<file path="src/hw/xip_pkg.sv">
// shared widths, flash opcodes, command header layout and enums, imported by every xip block
package xip_pkg;

    // ******************************
    // widths
    // ******************************
    // host word address and flash byte address
    localparam int addr_w     = 32;
    localparam int data_w     = 32;
    localparam int byte_cnt_w = 9;
    localparam int dummy_w    = 5;
    localparam int cs_w       = 4;

    // opcodes the controller issues on its own
    typedef enum logic [7:0] {
        op_read_status      = 8'h05,
        op_write_enable     = 8'h06,
        op_read_flag_status = 8'h70
    } flash_opcode_t;

    // ******************************
    // command header
    // ******************************
    // first beat of every command packet, msb first, opcode in the low byte
    typedef struct packed {
        logic                  reserved;
        logic [cs_w-1:0]       chip_select;
        logic [byte_cnt_w-1:0] byte_cnt;
        logic [dummy_w-1:0]    dummy_cnt;
        logic                  has_dummy;
        logic                  has_data_out;  // flash returns data
        logic                  has_data_in;   // a write data beat follows
        logic                  four_byte_addr;
        logic                  has_addr;
        logic [7:0]            opcode;
    } cmd_header_t;

    // response the sequencer is currently waiting for
    typedef enum logic [2:0] {
        phase_none, phase_status, phase_wr_enable, phase_wr_data, phase_poll, phase_read
    } xip_phase_t;

    // selects data lines in the command generator
    typedef enum logic [1:0] {trans_cmd = 2'd0, trans_write = 2'd1, trans_read = 2'd2} xip_trans_t;

    // sequencer states, cmd states drive a beat and rsp states wait for done
    typedef enum logic [3:0] {
        st_idle, st_status_cmd, st_status_rsp, st_wren_cmd, st_wren_rsp, st_wr_cmd,
        st_wr_data, st_wr_rsp, st_poll_cmd, st_poll_rsp, st_read_cmd, st_read_rsp
    } seq_state_t;

endpackage

</file>
<file path="src/hw/xip_if.sv">
// request and response-phase interfaces used between the xip decode, sequencer and checker

// ******************************
// request channel
// ******************************
// decode holds valid and payload until ready, ready only while sequencer idles
interface xip_req_if import xip_pkg::*; ();

    logic                  valid;
    logic                  ready;
    logic                  is_write;
    // write data already aligned to the low bytes
    logic [data_w-1:0]     data;
    // number of bytes moved by the flash
    logic [byte_cnt_w-1:0] data_bytes;

    modport source (output valid, is_write, data, data_bytes, input ready);
    modport sink   (input valid, is_write, data, data_bytes, output ready);

endinterface

// ******************************
// response phase channel
// ******************************
// sequencer announces the expected response, checker reports its end
interface xip_rsp_if import xip_pkg::*; ();

    xip_phase_t phase;
    // one cycle pulse on the last response beat
    logic       done;
    // device busy flag, only valid alongside done
    logic       busy;

    modport seq (output phase, input done, busy);
    modport chk (input phase, output done, busy);

endinterface

</file>
<file path="src/hw/xip_command_sequencer.sv">
// FSM that orders the flash command packets for one xip read or write
module xip_command_sequencer import xip_pkg::*; (
    input  logic              clk,
    input  logic              reset,
    input  logic              cmd_ready,
    output logic              cmd_valid,
    output logic              cmd_sop,
    output logic              cmd_eop,
    output logic [data_w-1:0] cmd_data,
    output xip_trans_t        xip_trans_type,
    input  logic [cs_w-1:0]   chip_select,
    input  logic [7:0]        wr_opcode,
    input  logic [7:0]        rd_opcode,
    input  logic [dummy_w-1:0] rd_dummy_cycles,
    input  logic              is_4bytes_addr_xip,
    input  logic [7:0]        polling_opcode,
    xip_req_if.sink           req,
    xip_rsp_if.seq            rsp
);

    seq_state_t  state;
    seq_state_t  state_nxt;
    cmd_header_t hdr;

    // new work is only taken in idle
    assign req.ready = (state == st_idle);

    // ******************************
    // state transitions
    // ******************************
    // write: status until ready, write enable, header + data, poll until done
    // read: one header, then wait for the data beat
    always_comb begin
        state_nxt = state;
        case (state)
            st_idle: begin
                if (req.valid) begin
                    state_nxt = req.is_write ? st_status_cmd : st_read_cmd;
                end
            end
            st_status_cmd: if (cmd_ready) state_nxt = st_status_rsp;
            st_status_rsp: begin
                if (rsp.done) begin
                    state_nxt = rsp.busy ? st_status_cmd : st_wren_cmd;
                end
            end
            st_wren_cmd:   if (cmd_ready) state_nxt = st_wren_rsp;
            st_wren_rsp:   if (rsp.done) state_nxt = st_wr_cmd;
            st_wr_cmd:     if (cmd_ready) state_nxt = st_wr_data;
            st_wr_data:    if (cmd_ready) state_nxt = st_wr_rsp;
            st_wr_rsp:     if (rsp.done) state_nxt = st_poll_cmd;
            st_poll_cmd:   if (cmd_ready) state_nxt = st_poll_rsp;
            st_poll_rsp: begin
                if (rsp.done) begin
                    state_nxt = rsp.busy ? st_poll_cmd : st_idle;
                end
            end
            st_read_cmd:   if (cmd_ready) state_nxt = st_read_rsp;
            st_read_rsp:   if (rsp.done) state_nxt = st_idle;
            default:       state_nxt = st_idle;
        endcase
    end

    always_ff @(posedge clk or posedge reset) begin
        if (reset) begin
            state <= st_idle;
        end else begin
            state <= state_nxt;
        end
    end

    // ******************************
    // command beat and phase
    // ******************************
    // all outputs decode from state only, so a stalled beat cannot change
    always_comb begin
        hdr             = '0;
        hdr.chip_select = chip_select;
        cmd_valid       = 1'b0;
        cmd_sop         = 1'b0;
        cmd_eop         = 1'b0;
        xip_trans_type  = trans_cmd;
        rsp.phase       = phase_none;
        case (state)
            st_status_cmd, st_poll_cmd: begin
                hdr.opcode       = (state == st_poll_cmd) ? polling_opcode : op_read_status;
                hdr.has_data_out = 1'b1;
                hdr.byte_cnt     = byte_cnt_w'(1);
                cmd_valid        = 1'b1;
                cmd_sop          = 1'b1;
                cmd_eop          = 1'b1;
            end
            st_wren_cmd: begin
                hdr.opcode = op_write_enable;
                cmd_valid  = 1'b1;
                cmd_sop    = 1'b1;
                cmd_eop    = 1'b1;
            end
            st_wr_cmd: begin
                hdr.opcode         = wr_opcode;
                hdr.has_addr       = 1'b1;
                hdr.four_byte_addr = is_4bytes_addr_xip;
                hdr.has_data_in    = 1'b1;
                hdr.byte_cnt       = req.data_bytes;
                cmd_valid          = 1'b1;
                cmd_sop            = 1'b1;
                xip_trans_type     = trans_write;
            end
            // second beat of the write packet carries the data itself
            st_wr_data: begin
                cmd_valid      = 1'b1;
                cmd_eop        = 1'b1;
                xip_trans_type = trans_write;
            end
            st_read_cmd: begin
                hdr.opcode         = rd_opcode;
                hdr.has_addr       = 1'b1;
                hdr.four_byte_addr = is_4bytes_addr_xip;
                hdr.has_data_out   = 1'b1;
                hdr.has_dummy      = (rd_dummy_cycles != '0);
                hdr.dummy_cnt      = rd_dummy_cycles;
                hdr.byte_cnt       = req.data_bytes;
                cmd_valid          = 1'b1;
                cmd_sop            = 1'b1;
                cmd_eop            = 1'b1;
                xip_trans_type     = trans_read;
            end
            st_status_rsp: rsp.phase = phase_status;
            st_wren_rsp:   rsp.phase = phase_wr_enable;
            st_wr_rsp: begin
                rsp.phase      = phase_wr_data;
                xip_trans_type = trans_write;
            end
            st_poll_rsp:   rsp.phase = phase_poll;
            st_read_rsp: begin
                rsp.phase      = phase_read;
                xip_trans_type = trans_read;
            end
            default: ;
        endcase
        cmd_data = (state == st_wr_data) ? req.data : hdr;
    end

    // a stalled command beat must not move
    a_cmd_hold : assert property (@(posedge clk) disable iff (reset)
        (cmd_valid && !cmd_ready) |=>
            (cmd_valid && $stable(cmd_data) && $stable(cmd_sop) && $stable(cmd_eop)));

    // checker must ignore stray beats while nothing is outstanding
    a_idle_no_phase : assert property (@(posedge clk) disable iff (reset)
        (state == st_idle) |-> (rsp.phase == phase_none));

endmodule

</file>
<file path="src/hw/xip_controller.sv">
// xip controller top: avalon-mm host port in, flash command and response packets out
module xip_controller import xip_pkg::*; (
    input  logic                clk,
    input  logic                reset,

    // host side
    input  logic [addr_w-1:0]   mem_addr,
    input  logic                mem_rd,
    input  logic                mem_wr,
    input  logic [data_w-1:0]   mem_wrdata,
    input  logic [data_w/8-1:0] mem_byteenable,
    output logic [data_w-1:0]   mem_rddata,
    output logic                mem_rddatavalid,
    output logic                mem_waitrequest,

    // flash command packets
    output logic                cmd_valid,
    input  logic                cmd_ready,
    output logic                cmd_sop,
    output logic                cmd_eop,
    output logic [data_w-1:0]   cmd_data,

    // flash response packets
    input  logic                rsp_valid,
    input  logic                rsp_eop,
    input  logic [data_w-1:0]   rsp_data,

    // configuration, expected static during a transfer
    input  logic [cs_w-1:0]     chip_select,
    input  logic [7:0]          wr_opcode,
    input  logic [7:0]          rd_opcode,
    input  logic [dummy_w-1:0]  rd_dummy_cycles,
    input  logic                is_4bytes_addr_xip,
    input  logic [7:0]          polling_opcode,

    // sideband to the command generator
    output logic [1:0]          xip_trans_type,
    output logic [addr_w-1:0]   addr_bytes_xip
);

    xip_req_if req_if_i ();
    xip_rsp_if rsp_if_i ();

    // ******************************
    // host front end
    // ******************************
    xip_request_decode decode_i (
        .clk             (clk),
        .reset           (reset),
        .mem_addr        (mem_addr),
        .mem_rd          (mem_rd),
        .mem_wr          (mem_wr),
        .mem_wrdata      (mem_wrdata),
        .mem_byteenable  (mem_byteenable),
        .mem_waitrequest (mem_waitrequest),
        .addr_bytes_xip  (addr_bytes_xip),
        .req             (req_if_i.source)
    );

    // command ordering
    xip_command_sequencer seq_i (
        .clk                (clk),
        .reset              (reset),
        .cmd_ready          (cmd_ready),
        .cmd_valid          (cmd_valid),
        .cmd_sop            (cmd_sop),
        .cmd_eop            (cmd_eop),
        .cmd_data           (cmd_data),
        .xip_trans_type     (xip_trans_type),
        .chip_select        (chip_select),
        .wr_opcode          (wr_opcode),
        .rd_opcode          (rd_opcode),
        .rd_dummy_cycles    (rd_dummy_cycles),
        .is_4bytes_addr_xip (is_4bytes_addr_xip),
        .polling_opcode     (polling_opcode),
        .req                (req_if_i.sink),
        .rsp                (rsp_if_i.seq)
    );

    // response decode and read return
    xip_response_check check_i (
        .clk             (clk),
        .reset           (reset),
        .rsp_valid       (rsp_valid),
        .rsp_eop         (rsp_eop),
        .rsp_data        (rsp_data),
        .polling_opcode  (polling_opcode),
        .mem_rddata      (mem_rddata),
        .mem_rddatavalid (mem_rddatavalid),
        .rsp             (rsp_if_i.chk)
    );

endmodule

</file>
<file path="src/hw/xip_request_decode.sv">
// avalon-mm front end: accepts single-word requests, aligns write bytes, drives waitrequest
module xip_request_decode import xip_pkg::*; (
    input  logic                clk,
    input  logic                reset,
    input  logic [addr_w-1:0]   mem_addr,
    input  logic                mem_rd,
    input  logic                mem_wr,
    input  logic [data_w-1:0]   mem_wrdata,
    input  logic [data_w/8-1:0] mem_byteenable,
    output logic                mem_waitrequest,
    output logic [addr_w-1:0]   addr_bytes_xip,
    xip_req_if.source           req
);

    logic                  hold_wait;
    logic                  accept;
    logic [1:0]            low_lane;
    logic [data_w-1:0]     wr_mask;
    logic [data_w-1:0]     wr_aligned;
    logic [byte_cnt_w-1:0] wr_bytes;

    // ******************************
    // host handshake
    // ******************************
    // stalled through the first clock after reset, while a request waits
    // and while the sequencer works on the previous one
    assign mem_waitrequest = hold_wait | req.valid | ~req.ready;
    assign accept          = (mem_rd | mem_wr) & ~mem_waitrequest;

    always_ff @(posedge clk or posedge reset) begin
        if (reset) begin
            hold_wait <= 1'b1;
            req.valid <= 1'b0;
        end else begin
            hold_wait <= 1'b0;
            if (accept) begin
                req.valid <= 1'b1;
            end else if (req.ready) begin
                // sequencer took it this cycle
                req.valid <= 1'b0;
            end
        end
    end

    // ******************************
    // byte lane alignment
    // ******************************
    // lowest enabled lane gives the byte offset
    always_comb begin
        casez (mem_byteenable)
            4'b???1: low_lane = 2'd0;
            4'b??10: low_lane = 2'd1;
            4'b?100: low_lane = 2'd2;
            4'b1000: low_lane = 2'd3;
            default: low_lane = 2'd0;
        endcase
    end

    assign wr_mask = {{8{mem_byteenable[3]}}, {8{mem_byteenable[2]}},
                      {8{mem_byteenable[1]}}, {8{mem_byteenable[0]}}};
    // enabled bytes shifted down, unused upper bytes become zero
    assign wr_aligned = (mem_wrdata & wr_mask) >> {low_lane, 3'b000};
    assign wr_bytes   = byte_cnt_w'($countones(mem_byteenable));

    // payload only loads on acceptance and stays put until the next one
    always_ff @(posedge clk) begin
        if (accept) begin
            req.is_write <= mem_wr;
            if (mem_wr) begin
                req.data       <= wr_aligned;
                req.data_bytes <= wr_bytes;
                addr_bytes_xip <= {mem_addr[addr_w-3:0], low_lane};
            end else begin
                // reads always fetch the whole word
                req.data       <= '0;
                req.data_bytes <= byte_cnt_w'(data_w / 8);
                addr_bytes_xip <= {mem_addr[addr_w-3:0], 2'b00};
            end
        end
    end

    // only contiguous lane groups can be aligned into one data beat
    a_legal_byteenable : assert property (@(posedge clk) disable iff (reset)
        (mem_wr && !mem_waitrequest) |->
            mem_byteenable inside {4'b1111, 4'b0011, 4'b1100, 4'b0001,
                                   4'b0010, 4'b0100, 4'b1000});

endmodule

</file>
<file path="src/hw/xip_response_check.sv">
// decodes flash response packets into done/busy and returns read data to the host
module xip_response_check import xip_pkg::*; (
    input  logic              clk,
    input  logic              reset,
    input  logic              rsp_valid,
    input  logic              rsp_eop,
    input  logic [data_w-1:0] rsp_data,
    input  logic [7:0]        polling_opcode,
    output logic [data_w-1:0] mem_rddata,
    output logic              mem_rddatavalid,
    xip_rsp_if.chk            rsp
);

    logic last_beat;

    // responses are never stalled, any valid beat is consumed
    assign last_beat = rsp_valid & rsp_eop;

    // ******************************
    // packet end and busy flag
    // ******************************
    assign rsp.done = last_beat & (rsp.phase != phase_none);

    always_comb begin
        case (rsp.phase)
            // status register, wip in bit 0
            phase_status: rsp.busy = rsp_data[0];
            phase_poll: begin
                // flag status reports ready in bit 7
                if (polling_opcode == op_read_flag_status) begin
                    rsp.busy = ~rsp_data[7];
                end else begin
                    rsp.busy = rsp_data[0];
                end
            end
            default: rsp.busy = 1'b0;
        endcase
    end

    // ******************************
    // read data return
    // ******************************
    always_ff @(posedge clk or posedge reset) begin
        if (reset) begin
            mem_rddatavalid <= 1'b0;
        end else begin
            mem_rddatavalid <= rsp_valid & (rsp.phase == phase_read);
        end
    end

    // data word only matters while rddatavalid is high
    always_ff @(posedge clk) begin
        if (rsp_valid && rsp.phase == phase_read) begin
            mem_rddata <= rsp_data;
        end
    end

endmodule

</file>
<file path="config.mk">
export PLATFORM = sky130hd
export DESIGN_NAME = xip_controller
export DESIGN_NICKNAME = d
export VERILOG_FILES = /design/src/hw/xip_pkg.sv /design/src/hw/xip_if.sv /design/src/hw/xip_command_sequencer.sv /design/src/hw/xip_controller.sv /design/src/hw/xip_request_decode.sv /design/src/hw/xip_response_check.sv
export SDC_FILE = /design/constraint.sdc
export NUM_CORES = 1
export LEC_CHECK = 0
export BUFFER_PORTS_ARGS = -buffer_cell sky130_fd_sc_hd__clkbuf_2
export CORE_ASPECT_RATIO = 0.8
export CORE_MARGIN = 1.5
export CORE_UTILIZATION = 30
export CTS_BUF_LIST = sky130_fd_sc_hd__clkbuf_16
export DETAILED_ROUTE_END_ITERATION = 12
export GPL_TIMING_DRIVEN = 0
export SLEW_MARGIN = 20
export SYNTH_ARGS = -nofsm -noshare
export SYNTH_HDL_FRONTEND = slang
export SYNTH_SLANG_ARGS = --single-unit
export TNS_END_PERCENT = 100
</file>
<file path="constraint.sdc">
create_clock -name clk -period 5.3 [get_ports clk]
set_input_delay 1.06 -clock clk [delete_from_list [all_inputs] [get_ports clk]]
set_output_delay 1.06 -clock clk [all_outputs]
set_load 0.05 [all_outputs]
</file>
==> results of run 1 <==
## power by group through the flow
stage          Combinational, mW  Clock (mW)  Sequential (mW)
3_5_place_dp                1.36           0             1.06
5_1_grt                     1.45       0.737             1.05
4_1_cts                     1.36       0.706             1.04
6_report                    1.35       0.684             1.04
3_3_place_gp                1.34           0             1.06
2_1_floorplan              0.911           0             1.14
## worst paths after layout
| check | start | endpoint | slack, ns | cells past startpoint |
|---|---|---|---|---|
| worst max-delay path | seq_i.state[2] | cmd_data[19] | 1.57 | 7 |
| worst min-delay path | decode_i.req.valid | decode_i.req.valid | 0.50 | 1 |
| worst max register to register | seq_i.state[0] | check_i.mem_rddata[20] | 2.75 | 4 |
| worst min register to register | decode_i.req.valid | decode_i.req.valid | 0.50 | 1 |
| max in group asynchronous | reset | decode_i.hold_wait | 4.41 | 2 |
| min in group asynchronous | reset | check_i.mem_rddatavalid | 0.60 | 2 |
## cell type report
type	instances	area, sq um
fillers	1547	9080
inverters	9	33.8
well taps	215	269
repair buffers	243	1250
clock buffers	9	225
flip-flops and latches	107	3180
plain buffers	26	121
multi-input cells	248	1500
clock inverters	7	88.8
## state kept, by name, indices dropped and copies added, names as in the netlist
| name | count |
|---|---|
| decode_i.addr_bytes_xip | 32 |
| decode_i.req.data_bytes | 3 |
| decode_i.req.data | 32 |
| check_i.mem_rddata | 32 |
| decode_i.req.is_write | 1 |
| decode_i.hold_wait | 1 |
| decode_i.req.valid | 1 |
| check_i.mem_rddatavalid | 1 |
| seq_i.state | 4 |
## layout by cell type, fill, tap and decap left out, types with 5 or more instances in the layout
master / count
sky130_fd_sc_hd__mux2_2: 5
sky130_fd_sc_hd__o21ai_0: 10
sky130_fd_sc_hd__edfxtp_1: 100
sky130_fd_sc_hd__and2_1: 13
sky130_fd_sc_hd__dfrtp_1: 6
sky130_fd_sc_hd__o22ai_1: 16
sky130_fd_sc_hd__a22o_1: 8
sky130_fd_sc_hd__a31oi_1: 25
sky130_fd_sc_hd__inv_1: 9
sky130_fd_sc_hd__a21oi_1: 9
sky130_fd_sc_hd__ha_1: 6
sky130_fd_sc_hd__clkbuf_1: 15
sky130_fd_sc_hd__a22oi_1: 12
sky130_fd_sc_hd__nor2_1: 54
sky130_fd_sc_hd__clkbuf_16: 9
sky130_fd_sc_hd__clkbuf_2: 241
sky130_fd_sc_hd__buf_2: 7
sky130_fd_sc_hd__nand2_1: 35
## worst register-to-register path: cells and delay by family, from the launching register on
kind | cells | cell delay, ns
buf+inv | 3 | 0.96
simple gates | 1 | 0.85
flops | 1 | 0.37
## kinds of logic (layout without fill, tap and decap cells)
logic type,count (synthesis),in the layout
buffers and inverters,35,294
adder cells (fa/ha/maj),7,7
AO/OA/AOI/OAI,97,97
AND/OR/NAND/NOR,133,133
multiplexers,9,9
flip-flops,107,107
other,1,1
XOR/XNOR,1,1
## routing by layer
metal	vias up	track usage	wire length, um
li1	1976	-	-
met1	1975	0.219	6190
met2	243	0.287	7190
met3	18	0.0467	1480
met4	0	0.0579	245
met5	-	0	0
==> metrics.json, run 1 <==
{
  "status": {"value": "finished clean"},
  "max_cap_violations": {"value": 0},
  "synthArstFlopShare": {"value": 0.0654},
  "synthesis.area_per_instance": {"value": 12.4, "unit": "sq um"},
  "hold_violations": {"value": 0},
  "dominant_cell_by_count_in_the_synthesized_netlist": {"value": "sky130_fd_sc_hd__edfxtp_1"},
  "drt-initial-drc-count": {"value": 330},
  "critical_path.max_fanout": {"value": 10},
  "number_of_enable_flip_flop_cells_after_synthesis": {"value": 100},
  "synth_largest_type_area_fraction": {"value": 0.622},
  "comb_power_share": {"value": 0.440},
  "postLayoutSetupSlackWorst": {"value": 1.57, "unit": "ns"},
  "timing.hold.ws": {"value": 0.503, "unit": "ns"},
  "postCtsSetupBuffers": {"value": 0},
  "detail_route.drc_violations": {"value": 0},
  "critical_path_launch_point_type": {"value": "register"},
  "viasPerCell": {"value": 4.88},
  "synthTopCellsByCount": {"value": "sky130_fd_sc_hd__edfxtp_1, sky130_fd_sc_hd__nor2_1, sky130_fd_sc_hd__nand2_1, sky130_fd_sc_hd__a31oi_1, sky130_fd_sc_hd__o22ai_1"},
  "htreeDepth": {"value": 3},
  "final_max_slew_viol_count": {"value": 0},
  "cp-end-kind": {"value": "primary output"},
  "start_util": {"value": 0.307},
  "design.final.nets": {"value": 792},
  "die_w": {"value": 145, "unit": "um"},
  "cts.hold.buffers_added": {"value": 0},
  "critPathBufInv": {"value": 4},
  "critical-path-max-stage-delay": {"value": 0.63, "unit": "ns"},
  "cp_slowest_cell": {"value": "sky130_fd_sc_hd__nor3_2"},
  "synth.cell_area": {"value": 0.00483, "unit": "sq mm"},
  "actual_slew_at_the_worst_max_slew_pin": {"value": 0.745, "unit": "ns"},
  "crit_path_cell_trace": {"value": "buf_6, buf_2, inv_1, nor3_2, or2_1, a22o_1, clkbuf_2"},
  "yosys.area_share.simple": {"value": 0.132},
  "areaGrowthSynthToFinish": {"value": 38.1, "unit": "%"},
  "tritoncts_clock_tree": {"value": "built"},
  "clk_latency": {"value": 0.36, "unit": "ns"},
  "static-leakage-power": {"value": 2.86, "unit": "nW"},
  "report.final.setup_viol": {"value": 0},
  "cts_buffers": {"value": 9},
  "grt_pass1_wl": {"value": 21.3, "unit": "mm"},
  "yosys-mux-area-fraction": {"value": 0.0210},
  "ffs_latches_synth": {"value": 107},
  "sum_of_negative_setup_slack": {"value": 0, "unit": "ns"},
  "synth_top_flop_cell": {"value": "sky130_fd_sc_hd__edfxtp_1"},
  "netlist_instances": {"value": 390},
  "place.port_buffers": {"value": 241},
  "synth-seq-area-share": {"value": 0.658},
  "seq_power_share": {"value": 0.338},
  "number_of_antenna_violations_at_the_first_check_in_global_routing": {"value": 0},
  "power.share.clock": {"value": 0.222},
  "final.min_clock_period": {"value": 3.73, "unit": "ns"},
  "critPathArrivalTime": {"value": 2.67, "unit": "ns"},
  "final_antenna_net_count": {"value": 0},
  "synth_fp_nets": {"value": 538},
  "cts.sinks": {"value": 107},
  "drt_wl_total": {"value": 15.1, "unit": "mm"},
  "slew_hr": {"value": 0.503},
  "cts_root_buffer": {"value": "sky130_fd_sc_hd__clkbuf_16"},
  "dieArea": {"value": 0.0169, "unit": "sq mm"},
  "period_share": {"value": 0.703},
  "post-route-cell-area": {"value": 0.00667, "unit": "sq mm"},
  "hold_class": {"value": "reg2reg"},
  "placed_cell_area": {"value": 0.00635, "unit": "sq mm"},
  "peakVddDrop": {"value": 161, "unit": "uV"},
  "detailedPlacementHpwl": {"value": 12.1, "unit": "mm"},
  "setup.worst_path.class": {"value": "reg2out"},
  "dp_slack": {"value": 1.59, "unit": "ns"},
  "p_switching": {"value": 1.36, "unit": "mW"},
  "drt-pass1-iter-count": {"value": 5},
  "grt_usage": {"value": 0.173},
  "worst_ep_required_time": {"value": 4.24, "unit": "ns"},
  "die_height": {"value": 116, "unit": "um"},
  "synth_area_in_adders": {"value": 0.0197},
  "synth_top_family_by_area": {"value": "compound AO/OA/AOI/OAI gates"},
  "finish.utilization": {"value": 0.423},
  "remaining_global_route_overflow": {"value": 0},
  "yosysWarningCount": {"value": 0},
  "final-instance-count-excl-fill": {"value": 864},
  "p_int": {"value": 1.72, "unit": "mW"},
  "placeable_core_area": {"value": 0.0157, "unit": "sq mm"},
  "synth.largest_area_cell": {"value": "sky130_fd_sc_hd__edfxtp_1"},
  "gpl.final_weighted_congestion": {"value": 0.885},
  "place_inst": {"value": 848},
  "setup_repair_after_global_routing_missed_its_margin": {"value": "false"},
  "cts_repair_resize_count": {"value": 0},
  "row_count": {"value": 41},
  "upper_clock_frequency_limit": {"value": 0.268, "unit": "GHz"},
  "finalPower": {"value": 3.08, "unit": "mW"},
  "drive_gt1_frac": {"value": 0.436},
  "clock-skew-final": {"value": 0.00898, "unit": "ns"},
  "clk_pin_slew_worst_paths": {"value": 0.08, "unit": "ns"},
  "post_synthesis_share_of_cell_area_spent_on_xor_and_xnor_gates": {"value": 0.00181},
  "cts-root-to-sink-buffers": {"value": 2},
  "detailroute.via_count": {"value": 4212},
  "antenna_cells": {"value": 0},
  "unique_masters_post_synth": {"value": 56},
  "synth_compound_gate_area_share": {"value": 0.134},
  "ioPinCount": {"value": 244},
  "first_global_vias": {"value": 3906},
  "grt_max_degree": {"value": 34},
  "synth_area_leaders": {"value": "sky130_fd_sc_hd__edfxtp_1, sky130_fd_sc_hd__nor2_1, sky130_fd_sc_hd__a31oi_1"},
  "crit_family": {"value": "simple AND/OR/NAND/NOR gates"},
  "netSwitchingFraction": {"value": 0.442},
  "power_density": {"value": 461, "unit": "mW/mm^2"},
  "wire_per_inst": {"value": 17.5, "unit": "um"}
}
(Power assumes the default switching activity.)
==> run 2, diff against run 1 <==
Settings changed: ABC_AREA from default to 1.
Clock period 5.3 ns to 3.9 ns, I/O delays scaled along.
==> metrics.json, run 2 <==
{
  "final_antenna_net_count": {"value": 0, "change": "unchanged"},
  "critical-path-max-stage-delay": {"value": 0.42, "unit": "ns", "change": "-0.21 ns"},
  "place_inst": {"value": 948, "change": "+12%"},
  "tritoncts_clock_tree": {"value": "built"},
  "critPathArrivalTime": {"value": 2.41, "unit": "ns", "change": "-0.26 ns"},
  "synthArstFlopShare": {"value": 0.0654, "change": "unchanged"},
  "postLayoutSetupSlackWorst": {"value": 0.712, "unit": "ns", "change": "-0.862 ns"},
  "max_cap_violations": {"value": 0, "change": "unchanged"},
  "synth_fp_nets": {"value": 636, "change": "+18%"},
  "number_of_antenna_violations_at_the_first_check_in_global_routing": {"value": 0, "change": "unchanged"},
  "netlist_instances": {"value": 488, "change": "+25%"},
  "drt_wl_total": {"value": 14.9, "unit": "mm", "change": "-1.4%"},
  "power_density": {"value": 582, "unit": "mW/mm^2", "change": "+26%"},
  "placeable_core_area": {"value": 0.0159, "unit": "sq mm", "change": "+0.98%"},
  "final-instance-count-excl-fill": {"value": 964, "change": "+12%"},
  "drt-pass1-iter-count": {"value": 5, "change": "unchanged"},
  "setup.worst_path.class": {"value": "reg2out"},
  "drt-initial-drc-count": {"value": 214, "change": "-35%"},
  "ioPinCount": {"value": 244, "change": "unchanged"},
  "gpl.final_weighted_congestion": {"value": 0.877, "change": "-0.96%"},
  "upper_clock_frequency_limit": {"value": 0.314, "unit": "GHz"},
  "grt_usage": {"value": 0.176, "change": "+0.00345"},
  "yosysWarningCount": {"value": 0, "change": "unchanged"},
  "cts_root_buffer": {"value": "sky130_fd_sc_hd__clkbuf_16"},
  "detailroute.via_count": {"value": 4386, "change": "+4.1%"},
  "viasPerCell": {"value": 4.55, "change": "-6.7%"},
  "critPathBufInv": {"value": 4, "change": "unchanged"},
  "cts-root-to-sink-buffers": {"value": 2, "change": "unchanged"},
  "grt_max_degree": {"value": 27, "change": "-21%"},
  "design.final.nets": {"value": 892, "change": "+13%"},
  "row_count": {"value": 41, "change": "unchanged"},
  "period_share": {"value": 0.817},
  "critical_path_launch_point_type": {"value": "register"},
  "cts_buffers": {"value": 9, "change": "unchanged"},
  "number_of_enable_flip_flop_cells_after_synthesis": {"value": 100, "change": "unchanged"},
  "synth.largest_area_cell": {"value": "sky130_fd_sc_hd__edfxtp_1"},
  "r2r_start": {"value": "seq_i.state[3]"},
  "dieArea": {"value": 0.0172, "unit": "sq mm", "change": "+1.7%"},
  "r2r_setup_slack": {"value": 1.42, "unit": "ns", "change": "-1.33 ns"},
  "cts_repair_resize_count": {"value": 0, "change": "unchanged"},
  "postCtsSetupBuffers": {"value": 0, "change": "unchanged"},
  "clk_pin_slew_worst_paths": {"value": 0.08, "unit": "ns", "change": "about the same"},
  "hold_violations": {"value": 0, "change": "unchanged"},
  "grt_pass1_wl": {"value": 23.0, "unit": "mm", "change": "+8.0%"},
  "synthTopCellsByCount": {"value": "sky130_fd_sc_hd__nand2_1, sky130_fd_sc_hd__edfxtp_1, sky130_fd_sc_hd__nor2_1, sky130_fd_sc_hd__inv_1, sky130_fd_sc_hd__nand3_1"},
  "finish.utilization": {"value": 0.428, "change": "+0.00495"},
  "htreeDepth": {"value": 3, "change": "unchanged"},
  "final.min_clock_period": {"value": 3.19, "unit": "ns"},
  "setup_repair_after_global_routing_missed_its_margin": {"value": "false"},
  "cp-end-kind": {"value": "primary output"},
  "final_common_cell": {"value": "sky130_fd_sc_hd__clkbuf_2"},
  "detailedPlacementHpwl": {"value": 12.2, "unit": "mm", "change": "+0.26%"},
  "worst_ep_required_time": {"value": 3.12, "unit": "ns", "change": "-1.12 ns"},
  "synth-seq-area-share": {"value": 0.647, "change": "-0.0116"},
  "reg.largest.list": {"value": "check_i.mem_rddata (32), decode_i.addr_bytes_xip (32), decode_i.req.data (32)"},
  "synth_area_leaders": {"value": "sky130_fd_sc_hd__edfxtp_1, sky130_fd_sc_hd__nand2_1, sky130_fd_sc_hd__nor2_1"},
  "first_global_vias": {"value": 4175, "change": "+6.9%"},
  "remaining_global_route_overflow": {"value": 0, "change": "unchanged"},
  "peakVddDrop": {"value": 258, "unit": "uV", "change": "+61%"},
  "synthesis.area_per_instance": {"value": 10.1, "unit": "sq um", "change": "-19%"},
  "synth_largest_type_area_fraction": {"value": 0.611, "change": "-0.0109"},
  "crit_family": {"value": "buffers and inverters"},
  "rr_endpoint": {"value": "decode_i.addr_bytes_xip[3]"},
  "final_max_slew_viol_count": {"value": 0, "change": "unchanged"},
  "static-leakage-power": {"value": 3.22, "unit": "nW", "change": "+12%"},
  "dominant_cell_by_count_in_the_synthesized_netlist": {"value": "sky130_fd_sc_hd__nand2_1"},
  "critical_path.max_fanout": {"value": 10, "change": "unchanged"},
  "synth.cell_area": {"value": 0.00492, "unit": "sq mm", "change": "+1.8%"},
  "drive_gt1_frac": {"value": 0.382, "change": "-0.0542"},
  "path_common_cell": {"value": "sky130_fd_sc_hd__nand2_1"},
  "sum_of_negative_setup_slack": {"value": 0, "unit": "ns", "change": "unchanged"},
  "finalPower": {"value": 3.96, "unit": "mW", "change": "+29%"},
  "cp.depth": {"value": 8, "change": "+1"},
  "die_height": {"value": 117, "unit": "um", "change": "+0.87%"},
  "worstRegToRegCells": {"value": 7, "change": "+3"},
  "place.port_buffers": {"value": 241, "change": "unchanged"},
  "layout_common_cells": {"value": "sky130_fd_sc_hd__clkbuf_2, sky130_fd_sc_hd__nand2_1, sky130_fd_sc_hd__edfxtp_1"},
  "dp_slack": {"value": 0.877, "unit": "ns", "change": "-0.708 ns"},
  "ffs_latches_synth": {"value": 107, "change": "unchanged"},
  "start_util": {"value": 0.309, "change": "+0.00246"},
  "status": {"value": "finished clean"},
  "report.final.setup_viol": {"value": 0, "change": "unchanged"},
  "unique_masters_post_synth": {"value": 31, "change": "-45%"},
  "crit_path_cell_trace": {"value": "inv_1, nor2_2, nand2_1, inv_2, buf_2, nand2_1, o2111ai_1, clkbuf_2"},
  "synth_top_flop_cell": {"value": "sky130_fd_sc_hd__edfxtp_1"},
  "die_w": {"value": 146, "unit": "um", "change": "+0.87%"},
  "hold_class": {"value": "in2async"},
  "detail_route.drc_violations": {"value": 0, "change": "unchanged"},
  "cp_slowest_cell": {"value": "sky130_fd_sc_hd__dfrtp_1"},
  "antenna_cells": {"value": 0, "change": "unchanged"},
  "cts.hold.buffers_added": {"value": 0, "change": "unchanged"},
  "clk_latency": {"value": 0.35, "unit": "ns", "change": "about the same"},
  "clock-skew-final": {"value": 0.00905, "unit": "ns", "change": "+0.0000684 ns"},
  "wire_per_inst": {"value": 15.4, "unit": "um", "change": "-12%"},
  "areaGrowthSynthToFinish": {"value": 38.6, "unit": "%"},
  "cts.sinks": {"value": 107, "change": "unchanged"}
}
[run 2: cell count changes after synthesis, sizes merged, moves of 5 or more]
cell / delta
mux2: -6
inv: +50
o21ai: +5
clkbuf: -7
and2: -13
nor2: +16
a22oi: -12
nand4: +6
a31oi: -19
nand3: +23
nand2: +96
[run 2: report_power, final]
| group | switching [mW] | total [mW] | internal [mW] | leakage, nW |
|---|---|---|---|---|
| Clock | 0.439 | 0.894 | 0.455 | 0.144 |
| Combinational | 1.26 | 1.65 | 0.388 | 2.08 |
| Sequential | 0.0435 | 1.42 | 1.37 | 0.997 |
[run 2: per-stage QoR]
stage               hold slack (ns)  area, sq um
floorplan                     0.514         4920
global placement              0.542         6390
detailed placement            0.540         6510
CTS                           0.344         6810
global route                  0.358         6810
finish                        0.356         6810
[run 2: cells by family (layout without fill, tap and decap cells)]
logic type,after synthesis,in the layout,share of synthesized area
adders and majority gates,7,7,0.0193
DFF,107,107,0.647
buffers and inverters,75,336,0.0601
AOI/OAI and AO/OA,61,61,0.0764
other,1,1,0.000763
and+or+nand+nor,237,237,0.197
[run 2: area by class of cell]
type,instances,area (sq um)
fill,1600,9090
multi-input combinational,306,1460
tap,215,269
sequential,107,3180
timing repair buffer,245,1310
clock buffer,9,225
buffer,16,73.8
inverter,59,221
clock inverter,7,77.6
[run 2: how the worst max path moves through the flow]
stage | startpoint | endpoint | slack [ns]
floorplan | seq_i.state[3] | decode_i.addr_bytes_xip[0] | 0.42
global placement | seq_i.state[0] | decode_i.addr_bytes_xip[12] | -0.34
detailed placement | mem_byteenable[0] | decode_i.req.data[7] | 0.88
CTS | seq_i.state[0] | cmd_data[2] | 0.62
global route | seq_i.state[0] | cmd_data[2] | 0.48
finish | seq_i.state[1] | cmd_data[7] | 0.71
[run 2: per-layer routing]
layer / up-vias / global-route usage / wire length, um
met5: - / 0 / 0
met4: 0 / 0.0556 / 271
met1: 1971 / 0.236 / 6440
met3: 18 / 0.0403 / 1230
met2: 242 / 0.284 / 6950
li1: 2155 / - / -
==> run 3, diff against run 2 <==
Clock period 3.9 ns to 2.7 ns, I/O delays scaled along.
==> metrics.json, run 3 (same netlist as run 2, synthesis figures left out) <==
{
  "dieArea": {"value": 0.0172, "unit": "sq mm", "change": "unchanged"},
  "dp_slack": {"value": 0.00306, "unit": "ns", "change": "-0.874 ns"},
  "p_int": {"value": 3.29, "unit": "mW", "change": "+49%"},
  "cts_buffers": {"value": 9, "change": "unchanged"},
  "cts_root_buffer": {"value": "sky130_fd_sc_hd__clkbuf_16"},
  "peakVddDrop": {"value": 348, "unit": "uV", "change": "+35%"},
  "detail_route.drc_violations": {"value": 0, "change": "unchanged"},
  "crit_family": {"value": "buffers and inverters"},
  "critical_path_launch_point_type": {"value": "register"},
  "routing_usage_on_met3": {"value": 0.0442, "change": "+0.00388"},
  "grt_max_degree": {"value": 29, "change": "+7.4%"},
  "remaining_global_route_overflow": {"value": 0, "change": "unchanged"},
  "hold_class": {"value": "in2async"},
  "postLayoutSetupSlackWorst": {"value": 0.123, "unit": "ns", "change": "-0.589 ns"},
  "power_density": {"value": 853, "unit": "mW/mm^2", "change": "+47%"},
  "hold_violations": {"value": 0, "change": "unchanged"},
  "netSwitchingFraction": {"value": 0.441, "change": "about the same"},
  "crit_path_cell_trace": {"value": "inv_1, nor2_4, nand2_2, inv_4, buf_4, nand2_1, nand4_1, buf_6"},
  "cp_slowest_cell": {"value": "sky130_fd_sc_hd__dfrtp_2"},
  "gpl.final_weighted_congestion": {"value": 0.880, "change": "+0.35%"},
  "cts-root-to-sink-buffers": {"value": 2, "change": "unchanged"},
  "worst_ep_required_time": {"value": 2.16, "unit": "ns", "change": "-0.96 ns"},
  "htreeDepth": {"value": 3, "change": "unchanged"},
  "post-route-cell-area": {"value": 0.00690, "unit": "sq mm", "change": "+1.3%"},
  "tritoncts_clock_tree": {"value": "built"},
  "die_w": {"value": 146, "unit": "um", "change": "unchanged"},
  "detailroute.via_count": {"value": 4380, "change": "-0.14%"},
  "final.min_clock_period": {"value": 2.58, "unit": "ns"},
  "drive_gt1_frac": {"value": 0.399, "change": "+0.0176"},
  "upper_clock_frequency_limit": {"value": 0.388, "unit": "GHz"},
  "clk_pin_slew_worst_paths": {"value": 0.08, "unit": "ns", "change": "about the same"},
  "grt_util_met1": {"value": 0.230, "change": "-0.00558"},
  "placeable_core_area": {"value": 0.0159, "unit": "sq mm", "change": "unchanged"},
  "p_switching": {"value": 2.60, "unit": "mW", "change": "+49%"},
  "clk_latency": {"value": 0.35, "unit": "ns", "change": "about the same"},
  "die_height": {"value": 117, "unit": "um", "change": "unchanged"},
  "wire_per_inst": {"value": 15.6, "unit": "um", "change": "+1.1%"},
  "cts.sinks": {"value": 107, "change": "unchanged"},
  "critPathBufInv": {"value": 4, "change": "unchanged"},
  "reg.largest.list": {"value": "check_i.mem_rddata (32), decode_i.addr_bytes_xip (32), decode_i.req.data (32)"},
  "viasPerCell": {"value": 4.53, "change": "-0.34%"},
  "cts.hold.buffers_added": {"value": 0, "change": "unchanged"},
  "critical_path.max_fanout": {"value": 10, "change": "unchanged"},
  "busiest_layer": {"value": "met2"},
  "period_share": {"value": 0.955},
  "place.port_buffers": {"value": 241, "change": "unchanged"},
  "grt_pass1_wl": {"value": 22.8, "unit": "mm", "change": "-0.72%"},
  "slew_hr": {"value": 0.611},
  "drt-initial-drc-count": {"value": 249, "change": "+16%"},
  "actual_slew_at_the_worst_max_slew_pin": {"value": 0.583, "unit": "ns"},
  "row_count": {"value": 41, "change": "unchanged"},
  "sum_of_negative_setup_slack": {"value": 0, "unit": "ns", "change": "unchanged"},
  "timing.hold.ws": {"value": 0.102, "unit": "ns", "change": "-0.254 ns"},
  "grt_usage": {"value": 0.175, "change": "-0.000966"},
  "cp-end-kind": {"value": "primary output"},
  "final_max_slew_viol_count": {"value": 0, "change": "unchanged"},
  "clock-skew-final": {"value": 0.0124, "unit": "ns", "change": "+0.00337 ns"},
  "power.share.clock": {"value": 0.227, "change": "about the same"},
  "finalPower": {"value": 5.89, "unit": "mW", "change": "+49%"},
  "status": {"value": "finished clean"},
  "seq_power_share": {"value": 0.351, "change": "-0.006"},
  "detailedPlacementHpwl": {"value": 12.3, "unit": "mm", "change": "+0.94%"},
  "drt_wl_total": {"value": 15.1, "unit": "mm", "change": "+1.3%"},
  "critPathArrivalTime": {"value": 2.04, "unit": "ns", "change": "-0.37 ns"},
  "setup.worst_path.class": {"value": "reg2out"},
  "static-leakage-power": {"value": 3.24, "unit": "nW", "change": "+0.60%"},
  "number_of_antenna_violations_at_the_first_check_in_global_routing": {"value": 0, "change": "unchanged"},
  "groute.layer.met2.usage": {"value": 0.283, "change": "-0.000889"},
  "placed_cell_area": {"value": 0.00648, "unit": "sq mm", "change": "-0.50%"},
  "final_common_cell": {"value": "sky130_fd_sc_hd__clkbuf_2"},
  "ioPinCount": {"value": 244, "change": "unchanged"},
  "layout_common_cells": {"value": "sky130_fd_sc_hd__clkbuf_2, sky130_fd_sc_hd__nand2_1, sky130_fd_sc_hd__edfxtp_1"},
  "comb_power_share": {"value": 0.422, "change": "+0.005"},
  "antenna_cells": {"value": 0, "change": "unchanged"},
  "areaGrowthSynthToFinish": {"value": 40.4, "unit": "%"},
  "drt-pass1-iter-count": {"value": 5, "change": "unchanged"},
  "final_antenna_net_count": {"value": 0, "change": "unchanged"},
  "report.final.setup_viol": {"value": 0, "change": "unchanged"},
  "design.final.nets": {"value": 894, "change": "+0.22%"},
  "first_global_vias": {"value": 4239, "change": "+1.5%"},
  "max_cap_violations": {"value": 0, "change": "unchanged"},
  "critical-path-max-stage-delay": {"value": 0.46, "unit": "ns", "change": "+0.04 ns"},
  "start_util": {"value": 0.309, "change": "unchanged"}
}
[run 3: changes by cell type in the layout (fill, tap and decap cells not counted), moves of 2 or more]
cell                       previous run  this run
sky130_fd_sc_hd__clkbuf_2           241       226
sky130_fd_sc_hd__buf_4                2        10
sky130_fd_sc_hd__clkbuf_4             0         8
sky130_fd_sc_hd__nor2_1              66        62
sky130_fd_sc_hd__nor2_4               4         8
sky130_fd_sc_hd__dfrtp_1              6         3
sky130_fd_sc_hd__dfrtp_2              0         3
sky130_fd_sc_hd__nand2_1            131       128
sky130_fd_sc_hd__nand2_2              1         4
sky130_fd_sc_hd__buf_16               3         1
sky130_fd_sc_hd__buf_2                5         7
sky130_fd_sc_hd__clkinv_8             2         4
sky130_fd_sc_hd__inv_4                0         2
sky130_fd_sc_hd__inv_6                3         1
[run 3: timing repair]
action                                  4_1_cts  5_1_grt
pin swaps                                     1        2
setup buffers                                 0        3
endpoints found under the setup margin       26       24
resized for setup                            21       23
[run 3: cell type report]
class / instances / area [sq um]
clock buffer: 9 / 225
buffer: 16 / 80.1
multi-input combinational: 306 / 1490
timing repair buffer: 247 / 1330
clock inverter: 7 / 93.8
sequential: 107 / 3180
fill: 1572 / 9000
inverter: 59 / 226
tap: 215 / 269
[run 3: power by group through the flow]
stage | registers, mW | clock network (mW) | logic [mW]
2_1_floorplan | 2.24 | 0 | 1.56
3_3_place_gp | 2.09 | 0 | 2.35
3_5_place_dp | 2.09 | 0 | 2.38
4_1_cts | 2.06 | 1.39 | 2.45
5_1_grt | 2.08 | 1.45 | 2.66
6_report | 2.07 | 1.34 | 2.48
[run 3: worst register-to-register path, stage by stage (launching register included)]
cell	delay [ns]
sky130_fd_sc_hd__dfrtp_2	0.46
sky130_fd_sc_hd__nor2_2	0.25
sky130_fd_sc_hd__nand3_1	0.13
sky130_fd_sc_hd__or2_2	0.34
sky130_fd_sc_hd__nor2_4	0.49
sky130_fd_sc_hd__buf_12	0.26
sky130_fd_sc_hd__buf_12	0.22
[run 3: layer usage]
layer  vias to the layer above  wire length [um]
met2                       233              6940
li1                       2165                 -
met5                         -                 0
met1                      1964              6640
met3                        18              1220
met4                         0               282
[run 3: worst paths after layout]
path / depth (start not counted) / to / slack (ns) / start
setup / recovery: 8 / cmd_data[4] / 0.12 / seq_i.state[1]
hold / removal: 2 / check_i.mem_rddatavalid / 0.10 / reset
setup reg to reg: 6 / decode_i.addr_bytes_xip[28] / 0.24 / seq_i.state[3]
hold reg to reg: 2 / decode_i.req.valid / 0.55 / decode_i.req.valid
max in group asynchronous: 2 / decode_i.hold_wait / 2.30 / reset
min in group clk: 1 / check_i.mem_rddata[29] / 0.35 / rsp_data[29]
[run 3: per-stage QoR]
step,std cells,util
6_report,966,0.434
5_1_grt,966,0.434
4_1_cts,963,0.431
3_5_place_dp,947,0.407
3_3_place_gp,944,0.403
2_1_floorplan,488,-
